$ cat config.mk
export PLATFORM = sky130hd
export DESIGN_NAME = id_management
export DESIGN_NICKNAME = d
export VERILOG_FILES = /design/src/design/core_config_pkg.sv /design/src/design/id_management.sv
export SDC_FILE = /design/constraint.sdc
export NUM_CORES = 1
export LEC_CHECK = 0
export CORE_MARGIN = 2
export CORE_UTILIZATION = 55
export DETAILED_ROUTE_END_ITERATION = 10
export DONT_BUFFER_PORTS = 1
export GPL_ROUTABILITY_DRIVEN = 0
export PLACE_DENSITY = 0.66
export SYNTH_ARGS = -nofsm -noshare
export SYNTH_HDL_FRONTEND = slang
export SYNTH_SLANG_ARGS = --single-unit
$ cat constraint.sdc
create_clock -name clk -period 9.5 [get_ports clk]
set_clock_uncertainty 0.2 [all_clocks]
set_input_delay 1.9 -clock clk [delete_from_list [all_inputs] [get_ports clk]]
set_output_delay 1.9 -clock clk [all_outputs]
set_load 0.05 [all_outputs]
$ cat src/design/core_config_pkg.sv
// Core configuration: instruction ID type, ALU and MUL operation codes, parameter defaults
`default_nettype none

package core_config_pkg;

    // Top level parameter defaults
    localparam int DEFAULT_NUM_IDS = 8;
    localparam int DEFAULT_MUL_STAGES = 3;

    // Instruction ID, wide enough for DEFAULT_NUM_IDS
    typedef logic [2:0] id_t;

    typedef enum logic [3:0] {
        ALU_ADD,
        ALU_SUB,
        ALU_AND,
        ALU_OR,
        ALU_XOR,
        ALU_SLT,
        ALU_SLTU,
        ALU_SLL,
        ALU_SRL,
        ALU_SRA,
        ALU_LUI
    } alu_op_t;

    // Multiply variants, high word for all but MUL_LO
    typedef enum logic [1:0] {
        MUL_LO,
        MUL_H,
        MUL_HSU,
        MUL_HU
    } mul_op_t;

endpackage

`default_nettype wire

$ cat src/design/id_management.sv
// Instruction ID free pool with lowest-free selection and a pc table indexed by ID
`default_nettype none
`timescale 1ns/1ps

module id_management #(
    parameter int NUM_IDS = 8
) (
    input  logic                 clk,
    input  logic                 rst,
    input  logic                 id_assign,
    input  logic [31:0]          issue_pc,
    input  logic                 id_free,
    input  core_config_pkg::id_t free_id,
    output logic                 id_available,
    output core_config_pkg::id_t next_id,
    output logic [31:0]          free_pc
);
    import core_config_pkg::*;

    logic [NUM_IDS-1:0] busy;
    logic [31:0] pc_table [NUM_IDS];

    // Lowest free ID wins, so scan from the top down
    always_comb begin
        id_available = 1'b0;
        next_id = '0;
        for (int i = NUM_IDS - 1; i >= 0; i--) begin
            if (!busy[i]) begin
                id_available = 1'b1;
                next_id = id_t'(i);
            end
        end
    end

    // Assigned ID is free and freed ID is busy, so they never collide
    always_ff @(posedge clk) begin
        if (rst) begin
            busy <= '0;
        end else begin
            if (id_free)
                busy[free_id] <= 1'b0;
            if (id_assign)
                busy[next_id] <= 1'b1;
        end
    end

    always_ff @(posedge clk) begin
        if (id_assign)
            pc_table[next_id] <= issue_pc;
    end

    assign free_pc = pc_table[free_id];

endmodule

`default_nettype wire

==> impl_metrics.ini <==
[status]
outcome = completed

[floorplanning]
rows = 49
coreArea_um2 = 18000
die_h_um = 140
die_w_um = 140
initial_core_util_pct = 56.3
die-area_um2 = 19600
pin_count = 75

[power]
pwr-share-clk_pct = 41.3
p_per_area_nw_per_um2 = 217
p_int_mw = 1.94
swShare_pct = 19.9
p_comb_share_pct = 4.9
leakage_nw = 3.51
p_sw_uw = 482
vdd_drop_max_mv = 0.165
seqPwrFrac_pct = 53.8

[timing]
period_minus_slack_ps = 4980
rsz0062_at_grt = no
report.final.slew_viol_count = 0
setup-tns-final_ps = 0
hold_viol = 0
period_share_pct = 52.4
tightest_slew_ps = 1150
setup_viol = 0
slew-limit-headroom_pct = 23.0
fmax_ghz = 0.201

[clock_tree]
path_clk_slew_ps = 60
cts_buffers = 27
clock_latency_ps = 510
cts_tree = yes
cts_hold_buf = 0
post_cts_resized = 0
root_buffer = clkbuf_16
clk_path_buf_depth = 3
post_cts.repair.setup_buffers = 0
htreeDepth = 1
cts.sinks = 264

[yosys]
async_flop_share_pct = 0
synth_cells = 445
ys_seq_elements = 264
ys.flop_type = edfxtp_1
synth_nets = 484
yosysSeqAreaShare_pct = 77.3
synth_area_per_cell_um2 = 22.8
syn_area_um2 = 10200
synth-edff-count = 256
synth_warnings = 0
synth.distinct_cells = 30

[critical_path]
reg2regPathDepth = 4
path_cells = mux4_1 > mux2_2
critical_path.top_delay_family = multiplexers
cpPeakStageDelay_ps = 540
cp.buffers_inverters = 0
slowest_stage = mux4_1
start_kind = input port
path_class = input port to output pin
cp.arrival_ps = 2880
cp_num_cells = 2
critPathRequiredTime_ps = 7400
crit_fanout = 65
crit_path_end_kind = output pin

[global_route]
grt_pass1_vias = 4599
grt_usage_pct = 18.7
grt.overflow.total = 0
grt_max_degree = 71
grt_pass1_wl_um = 27500
antenna_found_initial = 0

[worst_hold_path]
min_path_type = flop to flop
hold_depth = 2

[drt]
wl_um = 17900
dr_total_vias = 4345
via_per_inst = 6.16
ant_nets = 0
drc = 0
wl_per_cell_um = 25.4
drtIter0Drc = 248
drtPass1Iterations = 4

[layout]
syn_to_final_growth_pct = 10.2
nets = 495
diodes = 0
drive_gt1_share_pct = 28.2
final_area_um2 = 11200

[place]
io_buffers = 0
place_area_um2 = 10300
dp_hpwl_um = 8770

[flow_run]
max_cap_violations = 0
[power by group through the flow]
stage	Combinational [mW]	Sequential (mW)	Clock [mW]
detailed placement	0.120	1.33	0
global route	0.123	1.31	1.07
finish	0.118	1.31	1.00
CTS	0.120	1.31	1.02
global placement	0.119	1.33	0
floorplan	0.123	1.33	0
[routing by layer]
metal	vias up	GRT usage, %	share of wire (%)
met5	-	0	0
met4	0	4.47	1.5
met3	24	4.92	6.9
met2	121	30.5	49
met1	2297	25.8	42
li1	1903	-	-
[tightest hold or removal path, cell delays in order, from the launching register on]
cell and delay (ps):
dfxtp_1 330, o21ai_0 70, a21oi_1 60
[sequential cells by signal, indices dropped and copies added (netlist names)]
signal,flops
busy,8
pc_table,256
[layout by cell type, fill, tap and decap left out]
cell type / count
nor2_1: 3
o21a_1: 1
o2bb2ai_1: 1
nor2_4: 1
edfxtp_1: 256
dfxtp_1: 8
a21o_1: 1
mux2_2: 32
nor3_2: 1
a211oi_1: 2
clkbuf_16: 27
bufinv_16: 3
nor4b_1: 2
a21oi_1: 7
mux4_1: 7
inv_1: 3
o21ai_0: 7
mux4_2: 57
buf_4: 4
and4_1: 1
nand2b_1: 4
nand3_1: 6
clkinv_2: 5
nor3b_1: 1
inv_2: 4
o21ai_1: 1
clkinv_1: 9
a31oi_1: 2
and3_1: 1
o31ai_1: 2
nand2_1: 7
nand4_1: 3
clkbuf_1: 7
[synth_stat cells (all sizes together) (4+ instances only)]
cell	count	area share, %
mux4	64	14
dfxtp	8	1.6
inv	9	0.33
nand2b	4	0.25
buf	19	1.3
nand2	7	0.26
a21oi	7	0.35
edfxtp	256	76
mux2	32	3.5
nor2	4	0.15
o21ai	8	0.39
nand3	6	0.30
[through the flow]
step	utilization [%]	total power, mW	instances	setup slack [ps]	hold slack [ps]
after floorplan	-	1.45	445	4220	276
after global placement	57.4	1.45	656	4550	289
after detailed placement	57.4	1.45	656	4540	296
after CTS	62.0	2.45	705	4550	304
after global routing	62.0	2.50	705	4510	339
final	62.0	2.43	705	4520	306
[cell families after synthesis]
| logic type | Yosys count | synth area share (%) |
|---|---|---|
| flip-flops | 264 | 77.3 |
| multiplexers | 96 | 18.0 |
| buffers and inverters | 31 | 1.73 |
| AND/OR/NAND/NOR | 30 | 1.58 |
| AO/OA/AOI/OAI | 24 | 1.39 |
[path summary, 6_finish.rpt]
path | from | end | slack [ps]
worst max-delay path | free_id[0] | free_pc[17] | 4520
worst min register to register | busy[7]$_SDFF_PP0_ | busy[7]$_SDFF_PP0_ | 310
worst min-delay path | busy[7]$_SDFF_PP0_ | busy[7]$_SDFF_PP0_ | 310
worst max register to register | busy[3]$_SDFF_PP0_ | pc_table[7][9]$_DFFE_PP_ | 6910
[area by class of cell]
cell class / count / area [um2]
fillers: 1224 / 6840
clock inverters: 15 / 141
clock buffers: 34 / 702
well taps: 229 / 287
multi-input cells: 150 / 2140
repair buffers: 4 / 30.0
inverters: 9 / 33.8
flip-flops and latches: 264 / 7850
(Power assumes the default switching activity.)
