**src/design/core_config_pkg.sv**
```systemverilog
// Core configuration: instruction ID type, ALU and MUL operation codes, parameter defaults
`default_nettype none

package core_config_pkg;

    // Top level parameter defaults
    localparam int DEFAULT_NUM_IDS = 8;
    localparam int DEFAULT_MUL_STAGES = 3;

    // Instruction ID, wide enough for DEFAULT_NUM_IDS
    typedef logic [2:0] id_t;

    typedef enum logic [3:0] {
        ALU_ADD,
        ALU_SUB,
        ALU_AND,
        ALU_OR,
        ALU_XOR,
        ALU_SLT,
        ALU_SLTU,
        ALU_SLL,
        ALU_SRL,
        ALU_SRA,
        ALU_LUI
    } alu_op_t;

    // Multiply variants, high word for all but MUL_LO
    typedef enum logic [1:0] {
        MUL_LO,
        MUL_H,
        MUL_HSU,
        MUL_HU
    } mul_op_t;

endpackage

`default_nettype wire

```
**src/design/mul_unit.sv**
```systemverilog
// Pipelined 32x32 multiplier returning the low or high product word
`default_nettype none
`timescale 1ns/1ps

module mul_unit #(
    parameter int MUL_STAGES = 3
) (
    input  logic                     clk,
    input  logic                     rst,
    input  logic                     issue_valid,
    output logic                     issue_ready,
    input  core_config_pkg::id_t     issue_id,
    input  logic [4:0]               issue_rd,
    input  logic [31:0]              op_a,
    input  logic [31:0]              op_b,
    input  core_config_pkg::mul_op_t mul_op,
    output logic                     result_valid,
    input  logic                     result_ready,
    output core_config_pkg::id_t     result_id,
    output logic [4:0]               result_rd,
    output logic [31:0]              result_value
);
    import core_config_pkg::*;

    localparam int LAST = MUL_STAGES - 1;

    logic signed [32:0] a_ext;
    logic signed [32:0] b_ext;
    logic signed [65:0] product;
    logic advance;

    logic [MUL_STAGES-1:0] valid_q;
    id_t         id_q [MUL_STAGES];
    logic [4:0]  rd_q [MUL_STAGES];
    logic        high_q [MUL_STAGES];
    logic [63:0] prod_q [MUL_STAGES];

    // Sign extension per variant, low word is the same either way
    assign a_ext = {(mul_op != MUL_HU) && op_a[31], op_a};
    assign b_ext = {(mul_op == MUL_LO || mul_op == MUL_H) && op_b[31], op_b};
    assign product = a_ext * b_ext;

    // Whole pipe moves together
    assign advance = !valid_q[LAST] || result_ready;
    assign issue_ready = advance;

    always_ff @(posedge clk) begin
        if (rst) begin
            valid_q <= '0;
        end else if (advance) begin
            valid_q[0] <= issue_valid;
            for (int s = 1; s < MUL_STAGES; s++)
                valid_q[s] <= valid_q[s-1];
        end
    end

    always_ff @(posedge clk) begin
        if (advance) begin
            id_q[0] <= issue_id;
            rd_q[0] <= issue_rd;
            high_q[0] <= mul_op != MUL_LO;
            prod_q[0] <= product[63:0];
            for (int s = 1; s < MUL_STAGES; s++) begin
                id_q[s] <= id_q[s-1];
                rd_q[s] <= rd_q[s-1];
                high_q[s] <= high_q[s-1];
                prod_q[s] <= prod_q[s-1];
            end
        end
    end

    assign result_valid = valid_q[LAST];
    assign result_id = id_q[LAST];
    assign result_rd = rd_q[LAST];
    assign result_value = (rd_q[LAST] == 5'd0) ? 32'd0
        : high_q[LAST] ? prod_q[LAST][63:32] : prod_q[LAST][31:0];

endmodule

`default_nettype wire

```
**config.mk**
```make
export PLATFORM = sky130hd
export DESIGN_NAME = mul_unit
export DESIGN_NICKNAME = d
export VERILOG_FILES = /design/src/design/core_config_pkg.sv /design/src/design/mul_unit.sv
export SDC_FILE = /design/constraint.sdc
export NUM_CORES = 2
export LEC_CHECK = 0
export BUFFER_PORTS_ARGS = -buffer_cell sky130_fd_sc_hd__buf_2
export CAP_MARGIN = 0
export CORE_MARGIN = 5
export CORE_UTILIZATION = 70
export DETAILED_ROUTE_END_ITERATION = 10
export PLACE_DENSITY_LB_ADDON = 0.2
export SETUP_SLACK_MARGIN = 0.15
export SYNTH_ARGS = -nofsm -noshare
export SYNTH_HDL_FRONTEND = slang
export SYNTH_SLANG_ARGS = --single-unit
export TNS_END_PERCENT = 50
```
**constraint.sdc**
```tcl
create_clock -name clk -period 27.9 [get_ports clk]
set_clock_uncertainty 0.15 [all_clocks]
set_input_delay 5.58 -clock clk [delete_from_list [all_inputs] [get_ports clk]]
set_output_delay 5.58 -clock clk [all_outputs]
set_load 0.05 [all_outputs]
```
==> results.yml <==
synthesis:
  yosysWarnings: 0
  synthesis.area_um2: 45000
  yosysSeqAreaShare: 0.147
  synth_area_per_cell_um2: 10.1
  synth_ff_type: "edfxtp_1"
  ys_async_sr_fraction: 0
  synth-edff-count: 219
  synth_cell_type_count: 65
  syn_nets: 5886
  synthCells: 4471
  synth-seq-cells: 222
detailed_routing:
  ant_nets: 0
  initialDrtViolationCount: 2600
  viasPerCell: 5.81
  drc: 0
  wl_per_cell_um: 21.3
  drt_wl_total_um: 112000
  first_pass_iters: 6
  vias: 30600
setup_path:
  cp_slowest_cell: "fa_1"
  r2r_cells: 2
  crit_top_cell: "fa_1"
  crit_type: "input port to flip-flop"
  timing.rr.start: "valid_q[2]"
  cp_max_fo: 33
  start_kind: "input port"
  slowest_delay_ps: 1010
  r2r-end: "id_q[0][1]"
  worstPathRequired_ps: 27970
  cp-end-kind: "flip-flop"
  r2r_setup_slack_ps: 25550
  arrival_ps: 14630
cells_and_area:
  area_growth_pct: 3.43
  final_nets: 5813
  fillers: 4556
  final_cell_mix: "inv_1 (1125), fa_1 (1125), nand2_1 (732)"
  drive_gt1_frac: 0.0438
sta:
  slew_viol_final: 0
  fin_crit_ps: 14560
  fin_crit_sh: 0.522
  fin_tns_setup_ps: 0
  worst_pin_slew_ps: 1170
  max_freq_mhz: 68.7
  finalSetupViolCount: 0
  hold_viol: 0
  rsz0062_at_grt: "no"
  slew_headroom: 0.221
grt:
  grt_pass1_vias: 34000
  grt_usage: 0.333
  grt_overflow: 0
  grt_max_degree: 98
  grt_pass1_wl_um: 180000
  antenna_found_initial: 1
hold_path:
  hold_path_class: "flip-flop to flip-flop"
  min_path_cells: 0
  worstHoldStart: "prod_q[0][89]"
  hold_end: "prod_q[0][153]"
clock_tree:
  clock_sinks: 222
  clock-root-buffer: "clkbuf_16"
  clockBufferDepth: 3
  htreeDepth: 1
  post_cts_buffers: 0
  tritoncts: "built"
  post_cts_resized: 0
  holdBufCountCts: 0
  clk_latency_ps: 480
  cts_buffers: 18
  clk_pin_slew_worst_paths_ps: 70
floorplanning:
  num_rows: 93
  fp.dieH_um: 264
  ios: 120
  die_area_um2: 69500
  fp.dieW_um: 264
  core_area_um2: 64100
  start_util: 0.702
placed_design:
  dp_hpwl_um: 86300
  port_buffers: 119
  place.gp.congestion: 0.917
flow_run:
  cap_violations: 0
status:
  status: "completed"
==> worst max path at each step <==
stage | depth (start not counted) | slack [ps] | startpoint | end
finish | 26 | 13340 | op_a[31] | prod_q[0][61]
global route | 26 | 12950 | op_a[31] | prod_q[0][61]
CTS | 26 | 13460 | op_a[31] | prod_q[0][61]
detailed placement | 26 | 12960 | op_a[31] | prod_q[0][61]
global placement | 26 | 13220 | op_a[31] | prod_q[0][61]
floorplan | 1 | 10910 | result_ready | issue_ready
==> metrics by stage <==
stage	utilization	hold slack, ps	worst slack (ps)	cell area (um2)	std cells
after floorplan	-	250	10910	45000	4471
after global routing	0.727	274	12950	46600	5266
after detailed placement	0.717	255	12960	46000	5233
final	0.727	265	13340	46600	5266
after global placement	0.717	250	13220	46000	5233
after CTS	0.727	265	13460	46600	5265
==> critical path: cells and delay by family <==
kind	cells	cell delay, ps
XOR/XNOR	1	170
AO/OA/AOI/OAI	8	1740
adder cells (fa/ha/maj)	9	5290
AND/OR/NAND/NOR	1	200
buffers and inverters	7	1650
==> area by class of cell <==
cell class / instances / area (um2) / area share
well taps: 855 / 1070 / 0.0230
flip-flops and latches: 222 / 6640 / 0.142
inverters: 1125 / 4220 / 0.0906
clock inverters: 7 / 111 / 0.00239
repair buffers: 136 / 723 / 0.0155
clock buffers: 25 / 518 / 0.0111
multi-input cells: 2895 / 33300 / 0.715
diodes: 1 / 2.50 / 0.0000537
==> routing by layer <==
| metal | routed length, um | up-vias | track usage | part of all wire |
|---|---|---|---|---|
| met5 | 0 | - | 0 | 0 |
| met3 | 9480 | 517 | 0.0502 | 0.085 |
| met2 | 56300 | 1673 | 0.560 | 0.50 |
| met4 | 8880 | 0 | 0.204 | 0.079 |
| met1 | 37400 | 15700 | 0.411 | 0.33 |
| li1 | - | 12800 | - | - |
==> synth_stat cells (4+ instances only) <==
cell type | number | share of area
fa_1 | 1125 | 0.50
inv_1 | 1125 | 0.094
nand2_1 | 732 | 0.061
and2_1 | 362 | 0.050
edfxtp_1 | 219 | 0.15
clkbuf_1 | 214 | 0.018
ha_1 | 212 | 0.059
nor2_1 | 92 | 0.0077
a21oi_1 | 53 | 0.0059
xnor2_1 | 50 | 0.0097
mux2i_1 | 34 | 0.0076
o21ai_0 | 30 | 0.0033
a21o_1 | 28 | 0.0047
xor2_1 | 23 | 0.0045
or2_2 | 14 | 0.0019
a211oi_1 | 12 | 0.0020
nand3_1 | 11 | 0.0012
nor3_1 | 11 | 0.0012
o21bai_1 | 11 | 0.0018
nand2b_1 | 9 | 0.0013
buf_4 | 8 | 0.0013
o21a_1 | 8 | 0.0013
o211ai_1 | 7 | 0.0012
a31oi_1 | 5 | 0.00069
and3_1 | 5 | 0.00069
buf_1 | 5 | 0.00042
nand4_1 | 5 | 0.00069
nor2b_1 | 5 | 0.00069
o31a_1 | 5 | 0.00097
o21ai_1 | 4 | 0.00044
==> sequential cells by signal, indices dropped and copies added, names as in the netlist <==
name,flops
rd_q,15
prod_q,192
high_q,3
valid_q,3
id_q,9
==> logic make-up (layout without fill, tap and decap cells) <==
group,count (synthesis),after routing,share of synthesized area
AO/OA/AOI/OAI,195,195,0.0297
XOR/XNOR,73,73,0.0142
other,0,1,0
multiplexers,34,34,0.00756
AND/OR/NAND/NOR,1256,1256,0.129
adder cells (fa/ha/maj),1337,1337,0.559
buffers and inverters,1354,1293,0.114
flip-flops,222,222,0.147
Power is not shown: default switching activity piles up to over one toggle a cycle in this logic, so the estimate is an artifact.
