==> src/design/core_config_pkg.sv <==
// Core configuration: instruction ID type, ALU and MUL operation codes, parameter defaults
`default_nettype none

package core_config_pkg;

    // Top level parameter defaults
    localparam int DEFAULT_NUM_IDS = 8;
    localparam int DEFAULT_MUL_STAGES = 3;

    // Instruction ID, wide enough for DEFAULT_NUM_IDS
    typedef logic [2:0] id_t;

    typedef enum logic [3:0] {
        ALU_ADD,
        ALU_SUB,
        ALU_AND,
        ALU_OR,
        ALU_XOR,
        ALU_SLT,
        ALU_SLTU,
        ALU_SLL,
        ALU_SRL,
        ALU_SRA,
        ALU_LUI
    } alu_op_t;

    // Multiply variants, high word for all but MUL_LO
    typedef enum logic [1:0] {
        MUL_LO,
        MUL_H,
        MUL_HSU,
        MUL_HU
    } mul_op_t;

endpackage

`default_nettype wire

==> src/design/write_back.sv <==
// Writeback select between MUL and ALU results, register write, ID free and retire record
`default_nettype none
`timescale 1ns/1ps

module write_back (
    input  logic                 alu_valid,
    output logic                 alu_ready,
    input  core_config_pkg::id_t alu_id,
    input  logic [4:0]           alu_rd,
    input  logic [31:0]          alu_value,
    input  logic                 mul_valid,
    output logic                 mul_ready,
    input  core_config_pkg::id_t mul_id,
    input  logic [4:0]           mul_rd,
    input  logic [31:0]          mul_value,
    input  logic [31:0]          free_pc,
    output logic                 wb_we,
    output logic [4:0]           wb_rd,
    output logic [31:0]          wb_value,
    output logic                 id_free,
    output core_config_pkg::id_t free_id,
    output logic                 retire_valid,
    output logic [31:0]          retire_pc,
    output logic [4:0]           retire_rd,
    output logic [31:0]          retire_value
);

    // MUL always wins, the ALU waits in its slot
    assign mul_ready = 1'b1;
    assign alu_ready = !mul_valid;

    assign retire_valid = mul_valid || alu_valid;
    assign free_id = mul_valid ? mul_id : alu_id;
    assign retire_rd = mul_valid ? mul_rd : alu_rd;
    assign retire_value = mul_valid ? mul_value : alu_value;
    assign retire_pc = free_pc;

    assign id_free = retire_valid;
    assign wb_we = retire_valid && retire_rd != 5'd0;
    assign wb_rd = retire_rd;
    assign wb_value = retire_value;

endmodule

`default_nettype wire

==> config.mk <==
export PLATFORM = sky130hd
export DESIGN_NAME = write_back
export DESIGN_NICKNAME = d
export VERILOG_FILES = /design/src/design/core_config_pkg.sv /design/src/design/write_back.sv
export SDC_FILE = /design/constraint.sdc
export NUM_CORES = 1
export LEC_CHECK = 0
export BUFFER_PORTS_ARGS = -buffer_cell sky130_fd_sc_hd__buf_2
export CAP_MARGIN = 10
export CORE_AREA = 2 2 88 90
export DETAILED_ROUTE_END_ITERATION = 12
export DIE_AREA = 0 0 90 92
export SYNTH_ARGS = -nofsm -noshare
export SYNTH_HDL_FRONTEND = slang
export SYNTH_SLANG_ARGS = --single-unit
==> constraint.sdc <==
create_clock -name vclk -period 2.1
set_clock_uncertainty 0.15 [all_clocks]
set_input_delay 0.315 -clock vclk [all_inputs]
set_output_delay 0.315 -clock vclk [all_outputs]
set_load 0.03 [all_outputs]
==> flow_metrics.tcl, run 1 <==
set metrics [dict create \
    synth_common_cells "buf_4, mux2_2, buf_2, mux2_4" \
    post_cts_buffers 0 \
    dp_hpwl_microns 3448 \
    die_w_microns 90 \
    fillCellCount 853 \
    postSynthCellCount 121 \
    p_per_area_nw_per_um2 379.4 \
    synth_top_area_share_pct 50.71 \
    max-cap-violations 0 \
    cp_max_fo 6 \
    core_sq_um 7447 \
    start_kind "input port" \
    start_util_pct 14.11 \
    seqCellArea_sq_um 0 \
    ys_types 10 \
    crit_slowest_cell "or4_4" \
    place_congestion 0.6515 \
    ys_seq_area_share_pct 0 \
    critPathKind "in -> out" \
    tns_ps 0 \
    synth_area_leaders "buf_4, mux2_2, mux2_4, buf_2, buf_6" \
    ir_worst_vdd_uv 128.5 \
    syn_area_sq_um 1051 \
    min-delay-start "free_pc[8]" \
    critPathTopFamily "simple AND/OR/NAND/NOR gates" \
    fmax_ghz 0.4863 \
    hold_depth 0 \
    die_h_microns 92 \
    drc 0 \
    grtUsageTotal_pct 7.493 \
    areaGrowthSynthToFinish_pct 42.62 \
    antenna_found_initial 0 \
    antenna_left 0 \
    fin_crit_sh_pct 97.93 \
    drv_slew 0 \
    cp_cell_sequence "buf_6 -> mux2_4 -> or4_4 -> o21a_1 -> buf_6" \
    synth_fp_nets 235 \
    p_leak_uw 0.0008617 \
    status "complete, no violations" \
    endpoint_kind "output pin" \
    drt-initial-drc-count 6 \
    die-area_sq_um 8280 \
    synth_area_per_cell_sq_um 8.686 \
    min_period_ps 2057 \
    yosys.area.top_type "buf_4" \
    grt-ovfl-total 0 \
    fin_nets 330 \
    required_ps 1630 \
    cp_data_arrival_time_ps 1590 \
    avgRoutedWirePerCell_microns 11.79 \
    grt_pass1_wl_microns 5085 \
    viasPerCell 3.506 \
    clock_buffers 0 \
    ios 228 \
    vias 1108 \
    min_to "retire_pc[8]" \
    cp.depth 5 \
    rsz0062_at_grt "false" \
    min_path_type "in -> out" \
    antennaDiodeCount 0 \
    grt_start_max_net_pins 21 \
    yosysWarnings 0 \
    setup_viol 0 \
    grt_pass1_vias 1003 \
    hold_viol 0 \
    portBuffers 163 \
    seq_cells 0 \
    synth.most_common_cell "buf_4" \
    whs_ps 480.0 \
    drive_above_1_share_pct 98.60 \
    fp-row-count 32 \
    critPathBufInv 2 \
    cp_common_cell "buf_6" \
    routed_wirelength_microns 3725 \
    first_pass_iters 3 \
    cpPeakStageDelay_ps 540 \
]
## worst max path at each step
stage / slack [ps] / to / start
final: 40 / wb_we / mul_valid
after global placement: -90 / wb_we / mul_valid
after CTS: 10 / wb_we / mul_valid
after detailed placement: -120 / wb_we / mul_valid
after global routing: 1 / wb_we / mul_valid
after floorplan: 40 / wb_we / mul_valid
## layout make-up
cell class	count	area [sq um]	share of cell area, %
multi-input combinational	44	494.2	32.97
tap	102	127.6	8.514
timing repair buffer	169	873.3	58.26
inverter	1	3.754	0.2504
## placed cells by master (no fill, tap or decap)
master,n
buf_2,161
buf_4,6
buf_6,2
conb_1,1
inv_1,1
mux2_2,36
mux2_4,4
o21a_1,1
or2_2,1
or4_4,1
## power breakdown
part | leakage, uW | internal (uW) | switching [uW] | total [uW]
clock network | 0 | 0 | 0 | 0
registers | 0 | 0 | 0 | 0
logic | 0.000862 | 206 | 363 | 569
total | 0.000862 | 206 | 363 | 569
## layer usage
layer,track usage [%],share of wire [%],vias to the layer above
met5,0,0,-
met4,2.436,3.0,0
met3,1.643,11,14
met2,14.35,52,85
met1,8.135,34,492
li1,-,-,517
## what timing repair did
| item | 4_1_cts | 5_1_grt |
|---|---|---|
| setup endpoints to repair | 1 | 1 |
| gates resized for setup | 7 | 0 |
| pin swaps | 2 | 1 |
| hold buffers | 0 | 0 |
| hold endpoints to repair | 0 | 0 |
## kinds of logic (layout without fill, tap and decap cells)
family          after synthesis  after routing  synth area share (%)
other cells                   1              1                0.3568
simple gates                  2              2                 1.310
compound gates                1              1                0.7146
buf+inv                      77            170                 54.05
mux                          40             40                 43.57
## stage by stage
stage	utilization [%]	power (uW)	instance area (sq um)	setup WS (ps)	std cells
finish	20.13	568.8	1499	43.46	316
global route	20.13	599.6	1499	1.448	316
global placement	19.81	563.5	1475	-85.87	316
floorplan	-	555.2	1051	39.00	121
CTS	20.13	575.9	1499	11.99	316
detailed placement	19.81	567.6	1475	-123.6	316
No activity file was read; power rests on OpenSTA's default activity.
==> run 2: changes to the inputs <==
--- a/config.mk
+++ b/config.mk
@@ -10,6 +10,8 @@
 export CORE_AREA = 2 2 88 90
 export DETAILED_ROUTE_END_ITERATION = 12
 export DIE_AREA = 0 0 90 92
+export REMOVE_ABC_BUFFERS = 1
+export SETUP_SLACK_MARGIN = 0.3
 export SYNTH_ARGS = -nofsm -noshare
 export SYNTH_HDL_FRONTEND = slang
 export SYNTH_SLANG_ARGS = --single-unit
==> run 2 against run 1 <==
Net effect:
- final cell count is 0.32% higher
- die area unchanged
- cell area grew 0.58%
- global-route usage rose by 2.7 points
- fmax rose by 0.83%
- critical path depth unchanged
- worst hold slack barely moved
- power decreased by 0.10%
- critical endpoint unchanged
==> flow_metrics.tcl, run 2 (same netlist as run 1, synthesis figures left out) <==
set metrics [dict create \
    drive_above_1_share_pct 98.14 \
    portBuffers 163 \
    p_sw_uw 360.6 \
    grtUsageTotal_pct 10.23 \
    drt-initial-drc-count 15 \
    tns_ps 0 \
    clock_buffers 0 \
    cp_data_arrival_time_ps 1570 \
    rsz0062_at_grt "true" \
    cp_max_fo 7 \
    min_path_type "in -> out" \
    drc 0 \
    grt_pass1_vias 1162 \
    routed_wirelength_microns 4718 \
    pwr-share-comb_pct 100.0 \
    die-area_sq_um 8280 \
    critPathKind "in -> out" \
    core_sq_um 7447 \
    min_period_ps 2040 \
    endpoint_kind "output pin" \
    setup_viol 0 \
    power.internal_uw 207.6 \
    grt_pass1_wl_microns 6423 \
    max-cap-violations 0 \
    fin_nets 331 \
    ios 228 \
    p_sw_share_pct 63.47 \
    sequentialPowerShare_pct 0 \
    required_ps 1630 \
    drv_slew 0 \
    p_leak_uw 0.0008640 \
    first_pass_iters 5 \
    start_kind "input port" \
    antenna_found_initial 1 \
    seqCellArea_sq_um 0 \
    areaGrowthSynthToFinish_pct 43.45 \
    grt_start_max_net_pins 22 \
    p_per_area_nw_per_um2 376.9 \
    start_util_pct 14.11 \
    avgRoutedWirePerCell_microns 14.88 \
    final_cell_mix "buf_2, mux2_2, buf_4, mux2_4" \
    die_h_microns 92 \
    viasPerCell 3.653 \
    fmax_ghz 0.4903 \
    grt-ovfl-total 0 \
    antenna_left 0 \
    fin_crit_sh_pct 97.12 \
    fp-row-count 32 \
    hold_viol 0 \
    p_total_uw 568.2 \
    final_common_cell "buf_2" \
    p_clk_share_pct 0 \
    cts_hold_buf 0 \
    antennaDiodeCount 0 \
    seq_cells 0 \
    die_w_microns 90 \
    status "complete, no violations" \
    ir_worst_vdd_uv 104.9 \
    vias 1158 \
    place_congestion 0.6785 \
]
==> run 2: critical path: stages <==
cell and delay, ps:
buf_12 110, mux2_4 290, or4_1 520, o21a_1 200, buf_6 140
==> run 2: metal layers <==
metal	up-vias	track usage [%]	wire length [microns]
met2	125	15.16	1962
met4	4	0	8
li1	516	-	-
met5	-	6.410	64
met1	509	12.50	1896
met3	4	7.067	786
==> run 2: worst paths after layout <==
check  startpoint      endpoint  slack, ps  cells after the start
min    free_pc[9]  retire_pc[9]        480                      0
max     mul_valid         wb_we         60                      5
==> run 2: what timing repair did <==
action,in CTS,in global routing
gates resized for setup,7,0
setup endpoints to repair,40,17
cloned,0,0
buffers inserted,0,0
pin swaps,2,1
==> run 2: power by group through the flow <==
stage               clock, uW  combinational, uW  sequential (uW)
floorplan                   0                346                0
global placement            0                564                0
detailed placement          0                566                0
CTS                         0                575                0
global route                0                600                0
finish                      0                568                0
==> run 2: layout make-up <==
| cell class | count | area (sq um) |
|---|---|---|
| fill | 867 | 5939 |
| timing repair buffer | 170 | 889.6 |
| multi-input combinational | 44 | 486.7 |
| tap | 102 | 127.6 |
| inverter | 1 | 3.754 |
==> run 2: per-stage QoR <==
stage	hold WS, ps	instances	instance area (sq um)	worst slack (ps)	util (%)
3_5_place_dp	480.2	317	1483	-46.26	19.91
3_3_place_gp	480.2	317	1483	-43.00	19.91
4_1_cts	480.2	317	1508	46.36	20.25
5_1_grt	480.1	317	1508	33.77	20.25
6_report	480.2	317	1508	60.43	20.25
2_1_floorplan	480.0	45	486.7	80.65	-
