--- src/design/core_config_pkg.sv ---
// Core configuration: instruction ID type, ALU and MUL operation codes, parameter defaults
`default_nettype none

package core_config_pkg;

    // Top level parameter defaults
    localparam int DEFAULT_NUM_IDS = 8;
    localparam int DEFAULT_MUL_STAGES = 3;

    // Instruction ID, wide enough for DEFAULT_NUM_IDS
    typedef logic [2:0] id_t;

    typedef enum logic [3:0] {
        ALU_ADD,
        ALU_SUB,
        ALU_AND,
        ALU_OR,
        ALU_XOR,
        ALU_SLT,
        ALU_SLTU,
        ALU_SLL,
        ALU_SRL,
        ALU_SRA,
        ALU_LUI
    } alu_op_t;

    // Multiply variants, high word for all but MUL_LO
    typedef enum logic [1:0] {
        MUL_LO,
        MUL_H,
        MUL_HSU,
        MUL_HU
    } mul_op_t;

endpackage

`default_nettype wire

--- src/design/riscv_types_pkg.sv ---
// RV32 opcode, funct3 and funct7 constants and instruction field extraction functions
`default_nettype none

package riscv_types_pkg;

    localparam logic [6:0] OPC_OP = 7'b0110011;
    localparam logic [6:0] OPC_OP_IMM = 7'b0010011;
    localparam logic [6:0] OPC_LUI = 7'b0110111;

    // Integer funct3
    localparam logic [2:0] F3_ADD_SUB = 3'b000;
    localparam logic [2:0] F3_SLL = 3'b001;
    localparam logic [2:0] F3_SLT = 3'b010;
    localparam logic [2:0] F3_SLTU = 3'b011;
    localparam logic [2:0] F3_XOR = 3'b100;
    localparam logic [2:0] F3_SR = 3'b101;
    localparam logic [2:0] F3_OR = 3'b110;
    localparam logic [2:0] F3_AND = 3'b111;

    // M extension funct3
    localparam logic [2:0] F3_MUL = 3'b000;
    localparam logic [2:0] F3_MULH = 3'b001;
    localparam logic [2:0] F3_MULHSU = 3'b010;
    localparam logic [2:0] F3_MULHU = 3'b011;

    localparam logic [6:0] F7_BASE = 7'b0000000;
    localparam logic [6:0] F7_ALT = 7'b0100000;
    localparam logic [6:0] F7_MULDIV = 7'b0000001;

    function automatic logic [4:0] get_rs1(input logic [31:0] instr);
        return instr[19:15];
    endfunction

    function automatic logic [4:0] get_rs2(input logic [31:0] instr);
        return instr[24:20];
    endfunction

    function automatic logic [4:0] get_rd(input logic [31:0] instr);
        return instr[11:7];
    endfunction

    function automatic logic [31:0] get_imm_i(input logic [31:0] instr);
        return {{20{instr[31]}}, instr[31:20]};
    endfunction

    function automatic logic [31:0] get_imm_u(input logic [31:0] instr);
        return {instr[31:12], 12'b0};
    endfunction

endpackage

`default_nettype wire

--- src/design/decode_and_issue.sv ---
// Instruction decode, operand hazard check, operand select and issue to the ALU or MUL unit
`default_nettype none
`timescale 1ns/1ps

module decode_and_issue (
    input  logic                     instr_valid,
    output logic                     instr_ready,
    input  logic [31:0]              instr_data,
    input  logic [31:0]              instr_pc,
    input  logic                     id_available,
    input  core_config_pkg::id_t     next_id,
    output logic                     id_assign,
    output logic [31:0]              issue_pc,
    output logic [4:0]               rs1_addr,
    output logic [4:0]               rs2_addr,
    input  logic [31:0]              rs1_data,
    input  logic [31:0]              rs2_data,
    input  logic                     rs1_pending,
    input  logic                     rs2_pending,
    input  logic                     rd_pending,
    output logic                     set_pending,
    output logic [4:0]               set_rd,
    input  logic                     alu_issue_ready,
    input  logic                     mul_issue_ready,
    output logic                     alu_issue_valid,
    output logic                     mul_issue_valid,
    output core_config_pkg::id_t     issue_id,
    output logic [4:0]               issue_rd,
    output logic [31:0]              op_a,
    output logic [31:0]              op_b,
    output core_config_pkg::alu_op_t alu_op,
    output core_config_pkg::mul_op_t mul_op
);
    import core_config_pkg::*;
    import riscv_types_pkg::*;

    logic [6:0] opcode;
    logic [2:0] funct3;
    logic [6:0] funct7;
    logic is_op;
    logic is_op_imm;
    logic is_lui;
    logic is_mul;
    logic alu_legal;
    logic hazard;
    logic unit_ready;
    logic issue;

    assign opcode = instr_data[6:0];
    assign funct3 = instr_data[14:12];
    assign funct7 = instr_data[31:25];

    assign is_lui = opcode == OPC_LUI;
    assign is_mul = opcode == OPC_OP && funct7 == F7_MULDIV && !funct3[2];

    // Integer forms, only shifts and ADD/SUB take the alternate funct7
    always_comb begin
        is_op = 1'b0;
        is_op_imm = 1'b0;
        if (opcode == OPC_OP)
            is_op = funct7 == F7_BASE
                || (funct7 == F7_ALT && (funct3 == F3_ADD_SUB || funct3 == F3_SR));
        if (opcode == OPC_OP_IMM) begin
            case (funct3)
                F3_SLL:  is_op_imm = funct7 == F7_BASE;
                F3_SR:   is_op_imm = funct7 == F7_BASE || funct7 == F7_ALT;
                default: is_op_imm = 1'b1;
            endcase
        end
    end

    assign alu_legal = is_op || is_op_imm || is_lui;

    always_comb begin
        case (funct3)
            F3_ADD_SUB: alu_op = (is_op && funct7 == F7_ALT) ? ALU_SUB : ALU_ADD;
            F3_SLL:     alu_op = ALU_SLL;
            F3_SLT:     alu_op = ALU_SLT;
            F3_SLTU:    alu_op = ALU_SLTU;
            F3_XOR:     alu_op = ALU_XOR;
            F3_SR:      alu_op = (funct7 == F7_ALT) ? ALU_SRA : ALU_SRL;
            F3_OR:      alu_op = ALU_OR;
            default:    alu_op = ALU_AND;
        endcase
        if (is_lui || !alu_legal)
            alu_op = ALU_LUI;
    end

    always_comb begin
        case (funct3)
            F3_MULH:   mul_op = MUL_H;
            F3_MULHSU: mul_op = MUL_HSU;
            F3_MULHU:  mul_op = MUL_HU;
            default:   mul_op = MUL_LO;
        endcase
    end

    assign rs1_addr = get_rs1(instr_data);
    assign rs2_addr = get_rs2(instr_data);

    // Unsupported words become a no-op on the ALU writing x0
    assign set_rd = (alu_legal || is_mul) ? get_rd(instr_data) : 5'd0;

    assign op_a = rs1_data;
    assign op_b = (is_op || is_mul) ? rs2_data : is_lui ? get_imm_u(instr_data) : get_imm_i(instr_data);

    ///////////////////////////////////////////////////////////////////////
    // Issue control
    assign hazard = ((is_op || is_op_imm || is_mul) && rs1_pending)
        || ((is_op || is_mul) && rs2_pending) || rd_pending;
    assign unit_ready = is_mul ? mul_issue_ready : alu_issue_ready;
    assign instr_ready = id_available && unit_ready && !hazard;
    assign issue = instr_valid && instr_ready;

    assign id_assign = issue;
    assign issue_pc = instr_pc;
    assign issue_id = next_id;
    assign issue_rd = set_rd;
    assign set_pending = issue && set_rd != 5'd0;
    assign alu_issue_valid = issue && !is_mul;
    assign mul_issue_valid = issue && is_mul;

endmodule

`default_nettype wire

--- config.mk ---
export PLATFORM = sky130hd
export DESIGN_NAME = decode_and_issue
export DESIGN_NICKNAME = d
export VERILOG_FILES = /design/src/design/core_config_pkg.sv /design/src/design/riscv_types_pkg.sv /design/src/design/decode_and_issue.sv
export SDC_FILE = /design/constraint.sdc
export NUM_CORES = 1
export LEC_CHECK = 0
export BUFFER_PORTS_ARGS = -buffer_cell sky130_fd_sc_hd__buf_2
export CAP_MARGIN = 10
export CORE_AREA = 4 4 101 103
export DETAILED_ROUTE_END_ITERATION = 10
export DIE_AREA = 0 0 105 107
export GPL_ROUTABILITY_DRIVEN = 1
export GPL_TIMING_DRIVEN = 0
export PLACE_DENSITY = 0.61
export SYNTH_ARGS = -nofsm -noshare
export SYNTH_HDL_FRONTEND = slang
export SYNTH_SLANG_ARGS = --single-unit
--- constraint.sdc ---
create_clock -name vclk -period 2.3
set_clock_uncertainty 0.1 [all_clocks]
set_input_delay 0.46 -clock vclk [all_inputs]
set_output_delay 0.46 -clock vclk [all_outputs]
set_load 0.01 [all_outputs]
==> metrics.txt <==
total grt overflow 0; Post-Syn Instances slightly above 200; DIE AREA about 11,000 um^2; final hold vios 0; Syn Nets between 300 and 400; Crit path required time around 1.7 ns; mux contribution to synthesized area 0%; largest family of logic cells by synthesized area buffers and inverters; Setup WS post-layout -0.461 ns; Layout area overhead 118%; Via-to-Cell Ratio roughly 4.3; unrepaired setup endpoints after global routing yes; Initial DRC Count 100; Clk pwr share 0%; cell-internal power roughly 0.25 mW; I/O pin cnt around 270; YS warnings 0; minimum clock period about 2.8 ns; vias between 2,000 and 2,500; RD Place Congestion roughly 0.73; pin count of the biggest net entering global routing 11; drt pass-1 iters 4; share of cells above drive strength 1 between 80% and 90%; crit path cell chain buf_2, or4_4, nor3_4, nand2_1, or4_4, a21oi_2, buf_2; Buffers on Ports 199; number of global-route vias before repair around 2,300; WL/cell about 15 um; worst vdd ir 0.0635 mV; crit-path max FO 4; worst hold path cell count 2; final setup fails between 50 and 60; worst-margin pin slew slightly below 0.5 ns; WHS 1.00 ns; total wire length 7.86 mm; Stages on worst setup path 7; fmax 362 MHz; post-synthesis xor/xnor area fraction 1.22%; Core Rows 35; Setup Total Neg Slack -15.30 ns; sw frac 45.2%; endpoint arrival time on the critical path approximately 2.2 ns; total power draw 0.447 mW; DP HPWL roughly 6.7 mm; detailed-route DRC error count 0; Worst path slowest cell or4_4; FF+latch area 0 um^2; fin area about 3100 um^2; Synth Area in Adders 0%; starting utilization of the core area roughly 16%; critical path startpoint category input port; Die H approximately 110 um; status finished with violations; Ant. Diodes 0; WP buf/inv 2; Gate power share 100.0%; hold buffers post-CTS 0; DP Area roughly 2700 um^2; overall die width roughly 110 um; synth unique cells 35; initial antenna violation count 0; relative slew slack between 60% and 70%; mapped cell area between 1000 and 1500 um^2; max incr delay on CP roughly 0.52 ns; min-delay worst type in2out; failing checks negative setup slack; post-synthesis sequential area ratio 0%; pwr/cell area 144 nW/um^2; final worst-path cycle share 120%; first-pass GRT wire length 11.3 mm; CP Class in2out; Syn Area/Cell 6.98 um^2; final-stage net count about 560; core area roughly 9200 um^2; crit end category output port; CP top delay family simple AND/OR/NAND/NOR gates; Total GRT Usage 12.1%; switching power 0.202 mW; CLK BUF 0; register share of total power 0%; Slew Limit Fails 0; Leak between 1.5 and 2 nW; FFs & Latches 0; max_cap viols 0; synthesized-area fraction occupied by and/or/nand/nor cells a little under a quarter; Antenna Nets Post-Route 0; Synth Area in Compound Gates approximately 28%
## synthesized netlist by cell type, drive strengths merged (2+ instances only)
master | count | area, um^2
o211a | 2 | 20.0
nand2 | 17 | 63.8
and2 | 2 | 12.5
xor2 | 2 | 17.5
a21oi | 3 | 15.0
a21o | 3 | 22.5
buf | 86 | 638
nor4b | 4 | 50.1
clkbuf | 8 | 30.0
o21ai | 8 | 40.0
nand3 | 2 | 10.0
inv | 3 | 11.3
nor3 | 6 | 41.3
nand2b | 4 | 25.0
or4 | 4 | 33.8
a221o | 19 | 190
nand4 | 2 | 12.5
nor2 | 7 | 26.3
nor2b | 8 | 50.1
a22o | 4 | 35.0
## cells by family after synthesis
kind of cell / Yosys count
and+or+nand+nor: 58
buffers and inverters: 97
AOI/OAI and AO/OA: 48
xor gates and xnor gates: 2
## timing repair
action	CTS	global route
setup buffers	8	4
setup endpoints to repair	51	51
cloned	3	0
resized for setup	46	20
pin swaps	14	9
## stage by stage
step	utilization [%]	setup WS [ns]	cells
detailed placement	29.3	-0.660	515
CTS	32.6	-0.518	526
global route	33.9	-0.521	530
global placement	29.3	-0.638	515
finish	33.9	-0.461	530
floorplan	-	-0.211	205
## placed cells by master (no fill, tap or decap), drive strengths merged, types with 3 or more instances in the layout
cell type / Yosys / routed
buf: 86 / 301
a221o: 19 / 19
nand2: 17 / 17
nor2b: 8 / 8
o21ai: 8 / 8
nor2: 7 / 7
clkbuf: 8 / 7
nor3: 6 / 6
a22o: 4 / 4
nand2b: 4 / 4
or4: 4 / 4
nor4b: 4 / 4
inv: 3 / 3
a21o: 3 / 3
a21oi: 3 / 3
## path summary, 6_finish.rpt
kind,from,to,slack (ns)
max,instr_data[28],alu_op[0],-0.46
min,instr_pc[4],issue_pc[4],1.00
## routing by layer
metal,vias up,track usage (%),routed length (um),part of all wire [%]
met4,0,0,0,0
met2,150,25.9,4440,57
li1,1090,-,-,-
met5,-,0,0,0
met3,0,1.63,645,8.2
met1,1024,13.0,2770,35
## cell type report
cell class                 instances  area (um^2)
multi-input combinational        108          995
tap                              111          139
inverter                           3         11.3
buffer                            94          731
fill                             977         6080
timing repair buffer             214         1240
## power groups by stage
| stage | Combinational [mW] | Clock (mW) | Sequential (mW) |
|---|---|---|---|
| after floorplan | 0.231 | 0 | 0 |
| after global placement | 0.420 | 0 | 0 |
| after detailed placement | 0.426 | 0 | 0 |
| after CTS | 0.444 | 0 | 0 |
| after global routing | 0.484 | 0 | 0 |
| final | 0.447 | 0 | 0 |
Note: power is estimated with default switching activity, not from simulation.
