--- config.mk ---
export PLATFORM = sky130hd
export DESIGN_NAME = register_file
export DESIGN_NICKNAME = d
export VERILOG_FILES = /design/src/design/register_file.sv
export SDC_FILE = /design/constraint.sdc
export NUM_CORES = 1
export LEC_CHECK = 0
export BUFFER_PORTS_ARGS = -buffer_cell sky130_fd_sc_hd__buf_4
export CAP_MARGIN = 20
export CORE_MARGIN = 2
export CORE_UTILIZATION = 40
export CTS_BUF_LIST = sky130_fd_sc_hd__clkbuf_8
export DETAILED_ROUTE_END_ITERATION = 10
export SYNTH_ARGS = -nofsm -noshare
export SYNTH_HDL_FRONTEND = slang
export SYNTH_SLANG_ARGS = --single-unit
export TNS_END_PERCENT = 20
--- constraint.sdc ---
create_clock -name clk -period 6.3 [get_ports clk]
set_input_delay 0.945 -clock clk [delete_from_list [all_inputs] [get_ports clk]]
set_output_delay 0.945 -clock clk [all_outputs]
set_load 0.03 [all_outputs]
--- src/design/register_file.sv ---
// 32-entry integer register file with a per-register pending scoreboard
`default_nettype none
`timescale 1ns/1ps

module register_file (
    input  logic        clk,
    input  logic        rst,
    input  logic [4:0]  rs1_addr,
    input  logic [4:0]  rs2_addr,
    input  logic        set_pending,
    input  logic [4:0]  set_rd,
    input  logic        wb_we,
    input  logic [4:0]  wb_rd,
    input  logic [31:0] wb_value,
    output logic [31:0] rs1_data,
    output logic [31:0] rs2_data,
    output logic        rs1_pending,
    output logic        rs2_pending,
    output logic        rd_pending
);
    logic [31:0] regs [32];
    logic [31:0] pending;

    // x0 is never written
    always_ff @(posedge clk) begin
        if (wb_we && wb_rd != 5'd0)
            regs[wb_rd] <= wb_value;
    end

    // Set and clear cannot hit the same register, issue stalls on a pending rd
    always_ff @(posedge clk) begin
        if (rst) begin
            pending <= '0;
        end else begin
            if (wb_we)
                pending[wb_rd] <= 1'b0;
            if (set_pending && set_rd != 5'd0)
                pending[set_rd] <= 1'b1;
        end
    end

    assign rs1_data = (rs1_addr == 5'd0) ? 32'd0 : regs[rs1_addr];
    assign rs2_data = (rs2_addr == 5'd0) ? 32'd0 : regs[rs2_addr];

    assign rs1_pending = pending[rs1_addr];
    assign rs2_pending = pending[rs2_addr];
    assign rd_pending = pending[set_rd];

endmodule

`default_nettype wire

==> results of run 1 <==
power by group through the flow:
stage / Combinational, mW / Clock [mW] / Sequential, mW
floorplan: 0.903 / 0 / 7.98
global placement: 1.48 / 0 / 7.98
detailed placement: 1.50 / 0 / 7.99
CTS: 1.50 / 5.58 / 7.85
global route: 1.57 / 5.90 / 7.86
finish: 1.50 / 5.51 / 7.85
worst reg2reg max path, cell delays in order, from the launching register on:
cell and delay (ns):
dfxtp_1 0.39, o21ai_0 0.13, a21oi_1 0.17
cells in the final DEF (no fill, tap or decap), drive strengths merged, types with 7 or more instances in the layout:
cell / Yosys / routed
buf: 107 / 211
a311oi: 64 / 64
conb: 1 / 32
clkinvlp: 0 / 7
nand2: 66 / 66
nor2b: 68 / 68
o21ai: 143 / 143
mux4: 476 / 476
dfxtp: 32 / 32
a211oi: 64 / 64
inv: 2 / 59
clkinv: 0 / 65
mux2: 66 / 66
nor2: 41 / 41
mux2i: 128 / 128
a22oi: 68 / 68
a21oi: 31 / 31
edfxtp: 1024 / 1024
a221oi: 48 / 48
clkbuf: 115 / 182
o2111ai: 16 / 16
area by class of cell:
class,instances,area share (%)
antenna,1,0.004511
inverter,2,0.01804
tap,1625,3.665
timing repair buffer,211,3.189
multi-input combinational,1342,30.97
clock buffer,182,4.515
sequential,1056,56.58
clock inverter,130,1.053
per-layer routing:
| metal | GRT usage (%) | up-vias |
|---|---|---|
| met2 | 40.27 | 1693 |
| met1 | 32.75 | 15821 |
| li1 | - | 11613 |
| met3 | 4.740 | 330 |
| met5 | 0 | - |
| met4 | 9.347 | 0 |
stage by stage:
| stage | power, mW | cells |
|---|---|---|
| after global placement | 9.461 | 4235 |
| after CTS | 14.93 | 4547 |
| after floorplan | 8.883 | 2622 |
| final | 14.86 | 4549 |
| after global routing | 15.33 | 4549 |
| after detailed placement | 9.490 | 4235 |
cell families (layout without fill, tap and decap cells):
logic type	Yosys count	count (layout)	synth area share [%]
DFF	1056	1056	63.84
AOI/OAI and AO/OA	434	434	6.067
other	1	33	0.007627
muxes	670	670	25.92
and+or+nand+nor	206	206	2.130
buffers and inverters	224	525	2.031
worst min-delay path by stage:
stage                 start      endpoint  slack [ns]  depth (start not counted)
4_1_cts           set_rd[4]   pending[14]        0.41                          4
6_report          set_rd[4]   pending[14]        0.49                          4
3_3_place_gp     pending[3]    pending[3]        0.49                          2
2_1_floorplan   pending[31]   pending[31]        0.46                          2
5_1_grt        wb_value[12]  regs[11][12]        0.47                          1
3_5_place_dp    pending[26]   pending[26]        0.50                          2
synth_stat cells (all sizes together) (5+ instances only):
master	n
nor2	41
nor2b	68
o21ai	143
edfxtp	1024
a22oi	68
mux4	476
nor3b	5
mux2	66
clkbuf	115
mux2i	128
buf	107
a221oi	48
nand3b	5
o2111ai	16
nand2	66
a311oi	64
a211oi	64
a21oi	31
dfxtp	32
state kept, by name, indices dropped and copies added, names as in the netlist:
name / cells
regs: 1024
pending: 32
==> results.txt, run 1 <==
Yosys warning count: 0
Port Buffers: 122
met1 WL: 60.65 mm
CTS Hold Bufs: 0
endpoints failing setup: 0
Via density: 6.475
CTS resizes: 0
Comb pwr share: 10.1%
Worst Setup Path Type: in2out
RSZ-0062 raised after global routing: no
CTS tree: done
DIE HEIGHT: 354.6 um
largest net degree at the start of global routing: 85
antenna violations before repair: 2
Worst path max stage delay: 0.69 ns
min cycle time layout: 4.753 ns
Reg2Reg Depth: 2
fraction of registers with async set/reset: 0%
GR Util All Layers: 24.62%
final core utilization: 45.52%
wire per inst: 34.27 um
drt first pass iters: 5
synth-to-layout area growth: 12.83%
Crit path max-delay family: buffers and inverters
CP max-delay cell: a311oi_1
routed wire length on met2: 76.04 mm
Post CTS Setup Buffer Count: 0
Critical Path End: rs1_data[0]
crit-path max FO: 75
Skew-Pair Late Insertion Delay: 0.84 ns
post-synthesis cell type count: 36
# IOs: 123
Sequential Power Share: 52.8%
Slew HR: 27.26%
Synth top area share: 62.54%
# rows: 128
Layout fillers: 10276
Setup WS post-layout: 1.547 ns
Vias: 29457
Die Wd: 354.6 um
fmax: 210.4 MHz
setup TNS: 0 ns
Routed Antenna Nets: 0
CP Cell Sequence: buf_8 -> buf_4 -> mux2i_1 -> a221oi_1 -> o21ai_0 -> a311oi_1 -> buf_4
number of global-route vias before repair: 30695
Die ar.: 125700 um^2
core area: 121900 um^2
Syn Inst Count: 2591
crit path from: rs1_addr[2]
R2R Path End: pending[12]
RR Startpoint: pending[12]
metal3 WL: 13.57 mm
design area: 55480 um^2
CTS H-Tree Depth: 4
status: finished clean
Peak VDD IR: 0.2021 mV
Highest Signal Layer: met4
worst hold margin: 0.4949 ns
R2R setup slack: 5.54 ns
synth top area cells: edfxtp_1 63%, mux4_2 22%, mux2i_1 2.6%
Total Wirelength: 155.9 mm
CTS clk-pin slew, worst paths: 0.06 ns
Slew @ Worst Pin: 1.088 ns
CP arrival: 3.81 ns
CP Launch Type: input pin
register bit total from synthesis: 1056
first-pass GRT wire length: 222.0 mm
Final Skew: 0 ns
Post-synth EDFFs: 1024
sequential cell area fraction in the yosys report: 63.84%
Mean Syn Cell Area: 18.98 um^2
initial core utilization: 40.34%
Register Area: 31390 um^2
clk buf depth: 3
CTS Sinks: 1056
cell taking the most area after synthesis: edfxtp_1
Root Driver: clkbuf_8
fin. max-slew vios: 0
multi-input logic area: 17180 um^2
Clock Power Share: 37.1%
DP Area: 52380 um^2
DRC: 0
NumNets Final: 2847
Final HPWL DP: 86.05 mm
dominant synthesized flop cell: edfxtp_1
worst path buffer plus inverter count: 3
most frequent CP cell: buf_4
leak pwr: 17.50 nW
switch share: 25.29%
Period Utilization, post-route: 75.44%
Placement Setup Slack: 1.523 ns
cell depth of the worst setup path: 7
Internal: 11.10 mW
P per Cell Area: 267.8 nW/um^2
fraction of final layout cells sized beyond drive strength 1: 34.52%
synthesized area: 49170 um^2
CP endpoint kind: primary output
initial DRC count: 3808
CTS Buf Count: 178
RePlAce Congestion: 0.7993
Critical Path RT: 5.35 ns
switching power: 3.757 mW
hold crit path type: in2reg
max_cap viols: 0
grt ovf: 0
hold violation total from the final report: 0
Power figures use the tool's default switching activity.
==> run 2, diff against run 1 <==
- clock period: 6.3 -> 4.4 ns (I/O delays scaled with it)
==> run 2 against run 1 <==
  * Combinational power rose by 48%
  * Total power rose by 46%
  * Die area stayed put
  * Non-clock buffer count up 58
  * Critical path depth increased by 1
  * Wire length is 4.1% higher
  * Via count increased by 2.3%
  * Clock power grew 50%
  * Clock skew unchanged
  * Final area up 1.6%
  * Largest power group unchanged
  * Highest routed layer is now met5
  * Count of clock-buffer cells in the layout grew 3
  * Cell count increased by 1.3%
==> results.txt, run 2 (same netlist as run 1, synthesis figures left out) <==
CTS H-Tree Depth: 4 (unchanged)
DIE HEIGHT: 354.6 um (unchanged)
# IOs: 123 (unchanged)
Final HPWL DP: 89.63 mm (+4.2%)
fraction of final layout cells sized beyond drive strength 1: 36.17% (+1.7 points)
crit-path max FO: 31 (-59%)
RePlAce Congestion: 0.8316 (+4.0%)
CTS resizes: 0 (unchanged)
Final Skew: 0 ns (unchanged)
synth-to-layout area growth: 14.64%
fin. max-slew vios: 0 (unchanged)
CP max-delay cell: a311oi_1
P per Cell Area: 385.1 nW/um^2 (+44%)
largest net degree at the start of global routing: 65 (-24%)
max FFs per register: 1024 (unchanged)
min cycle time layout: 3.951 ns
Vias: 30139 (+2.3%)
CP arrival: 3.29 ns (-0.52 ns)
Via density: 6.539 (+0.98%)
Placement Setup Slack: 0.4332 ns (-1.090 ns)
hold path startpoint: set_rd[4]
leak pwr: 17.96 nW (+2.6%)
CP Launch Type: input pin
Root Driver: clkbuf_8
initial core utilization: 40.34% (unchanged)
Critical Path RT: 3.74 ns (-1.61 ns)
hold violation total from the final report: 0 (unchanged)
status: finished clean
Die ar.: 125700 um^2 (unchanged)
most frequent cells in the layout: 1024 x edfxtp_1, 476 x mux4_2, 229 x buf_4, 185 x clkbuf_8, 143 x o21ai_0
commonest non-fill, non-tap cell in the layout: edfxtp_1
Total Wirelength: 162.3 mm (+4.1%)
GR Util All Layers: 25.51% (+0.89 points)
CTS Buf Count: 178 (unchanged)
clk buf depth: 3 (unchanged)
NumNets Final: 2905 (+2.0%)
Most flops, register: regs
initial DRC count: 4123 (+8.3%)
# rows: 128 (unchanged)
Setup WS post-layout: 0.4489 ns (-1.098 ns)
CP Cell Sequence: buf_6 -> nor2_4 -> buf_4 -> a221oi_1 -> o21ai_0 -> a311oi_1 -> buf_4 -> buf_4
Skew-Pair Late Insertion Delay: 0.84 ns (about the same)
CP endpoint kind: primary output
biggest regs: regs x1024, pending x32
Worst Setup Path Type: in2out
worst hold margin: 0.1909 ns (-0.3040 ns)
drt first pass iters: 6 (+1)
antenna violations before repair: 7 (+5)
core area: 121900 um^2 (unchanged)
CTS clk-pin slew, worst paths: 0.07 ns (about the same)
fmax: 253.1 MHz
Period Utilization, post-route: 89.80%
Peak VDD IR: 0.2533 mV (+25%)
grt ovf: 0 (unchanged)
Slew @ Worst Pin: 1.182 ns (+0.09396 ns)
RR Startpoint: pending[12]
number of global-route vias before repair: 30996 (+0.98%)
Post CTS Setup Buffer Count: 0 (unchanged)
hold crit path type: in2reg
Routed Antenna Nets: 0 (unchanged)
DRC: 0 (unchanged)
Slew HR: 21.00% (-6.3 points)
Port Buffers: 122 (unchanged)
RSZ-0062 raised after global routing: no
crit path from: rs2_addr[0]
endpoints failing setup: 0 (unchanged)
wire per inst: 35.22 um (+2.8%)
setup TNS: 0 ns (unchanged)
Worst path max stage delay: 0.70 ns (about the same)
most frequent CP cell: buf_4
CTS tree: done
Die Wd: 354.6 um (unchanged)
max_cap viols: 0 (unchanged)
first-pass GRT wire length: 227.7 mm (+2.5%)
CTS Hold Bufs: 0 (unchanged)
CTS Sinks: 1056 (unchanged)
-- run 2: metal layers --
layer	wire [um]	vias to the layer above	part of all wire, %	GRT usage [%]
li1	-	11731	-	-
met1	61030	16212	38	32.57
met2	80900	1776	50	43.04
met3	13490	416	8.3	4.576
met4	6891	4	4.2	10.71
met5	23	-	0.014	0
-- run 2: worst max-delay path, delay by kind of cell --
| kind | cells | cell delay, ns |
|---|---|---|
| AOI/OAI and AO/OA | 3 | 1.09 |
| buffers and inverters | 4 | 1.09 |
| and+or+nand+nor | 1 | 0.36 |
-- run 2: final cells by class --
cell class / instances / area [um^2]
repair buffers: 269 / 2490
inverters: 2 / 10.01
fillers: 10195 / 65510
multi-input cells: 1342 / 17180
diodes: 4 / 10.01
clock inverters: 126 / 703.2
clock buffers: 185 / 2546
well taps: 1625 / 2033
flip-flops and latches: 1056 / 31390
-- run 2: final timing paths --
path	endpoint	slack [ns]	depth (start not counted)
max	rs2_data[18]	0.45	8
min	pending[15]	0.19	4
min reg2reg	pending[20]	0.50	2
max reg2reg	pending[12]	3.67	2
-- run 2: power by group --
| group | switching [mW] | internal, mW | total, mW |
|---|---|---|---|
| logic | 1.33 | 0.890 | 2.22 |
| registers | 0.0658 | 11.2 | 11.2 |
| clock network | 4.01 | 4.23 | 8.24 |
-- run 2: per-stage QoR --
step	cells	power (mW)	instance area (um^2)	utilization [%]
2_1_floorplan	2622	12.72	49280	-
3_3_place_gp	4293	13.62	53080	43.55
3_5_place_dp	4293	13.66	53080	43.55
4_1_cts	4604	21.82	56330	46.22
5_1_grt	4607	22.32	56360	46.24
6_report	4609	21.71	56370	46.25
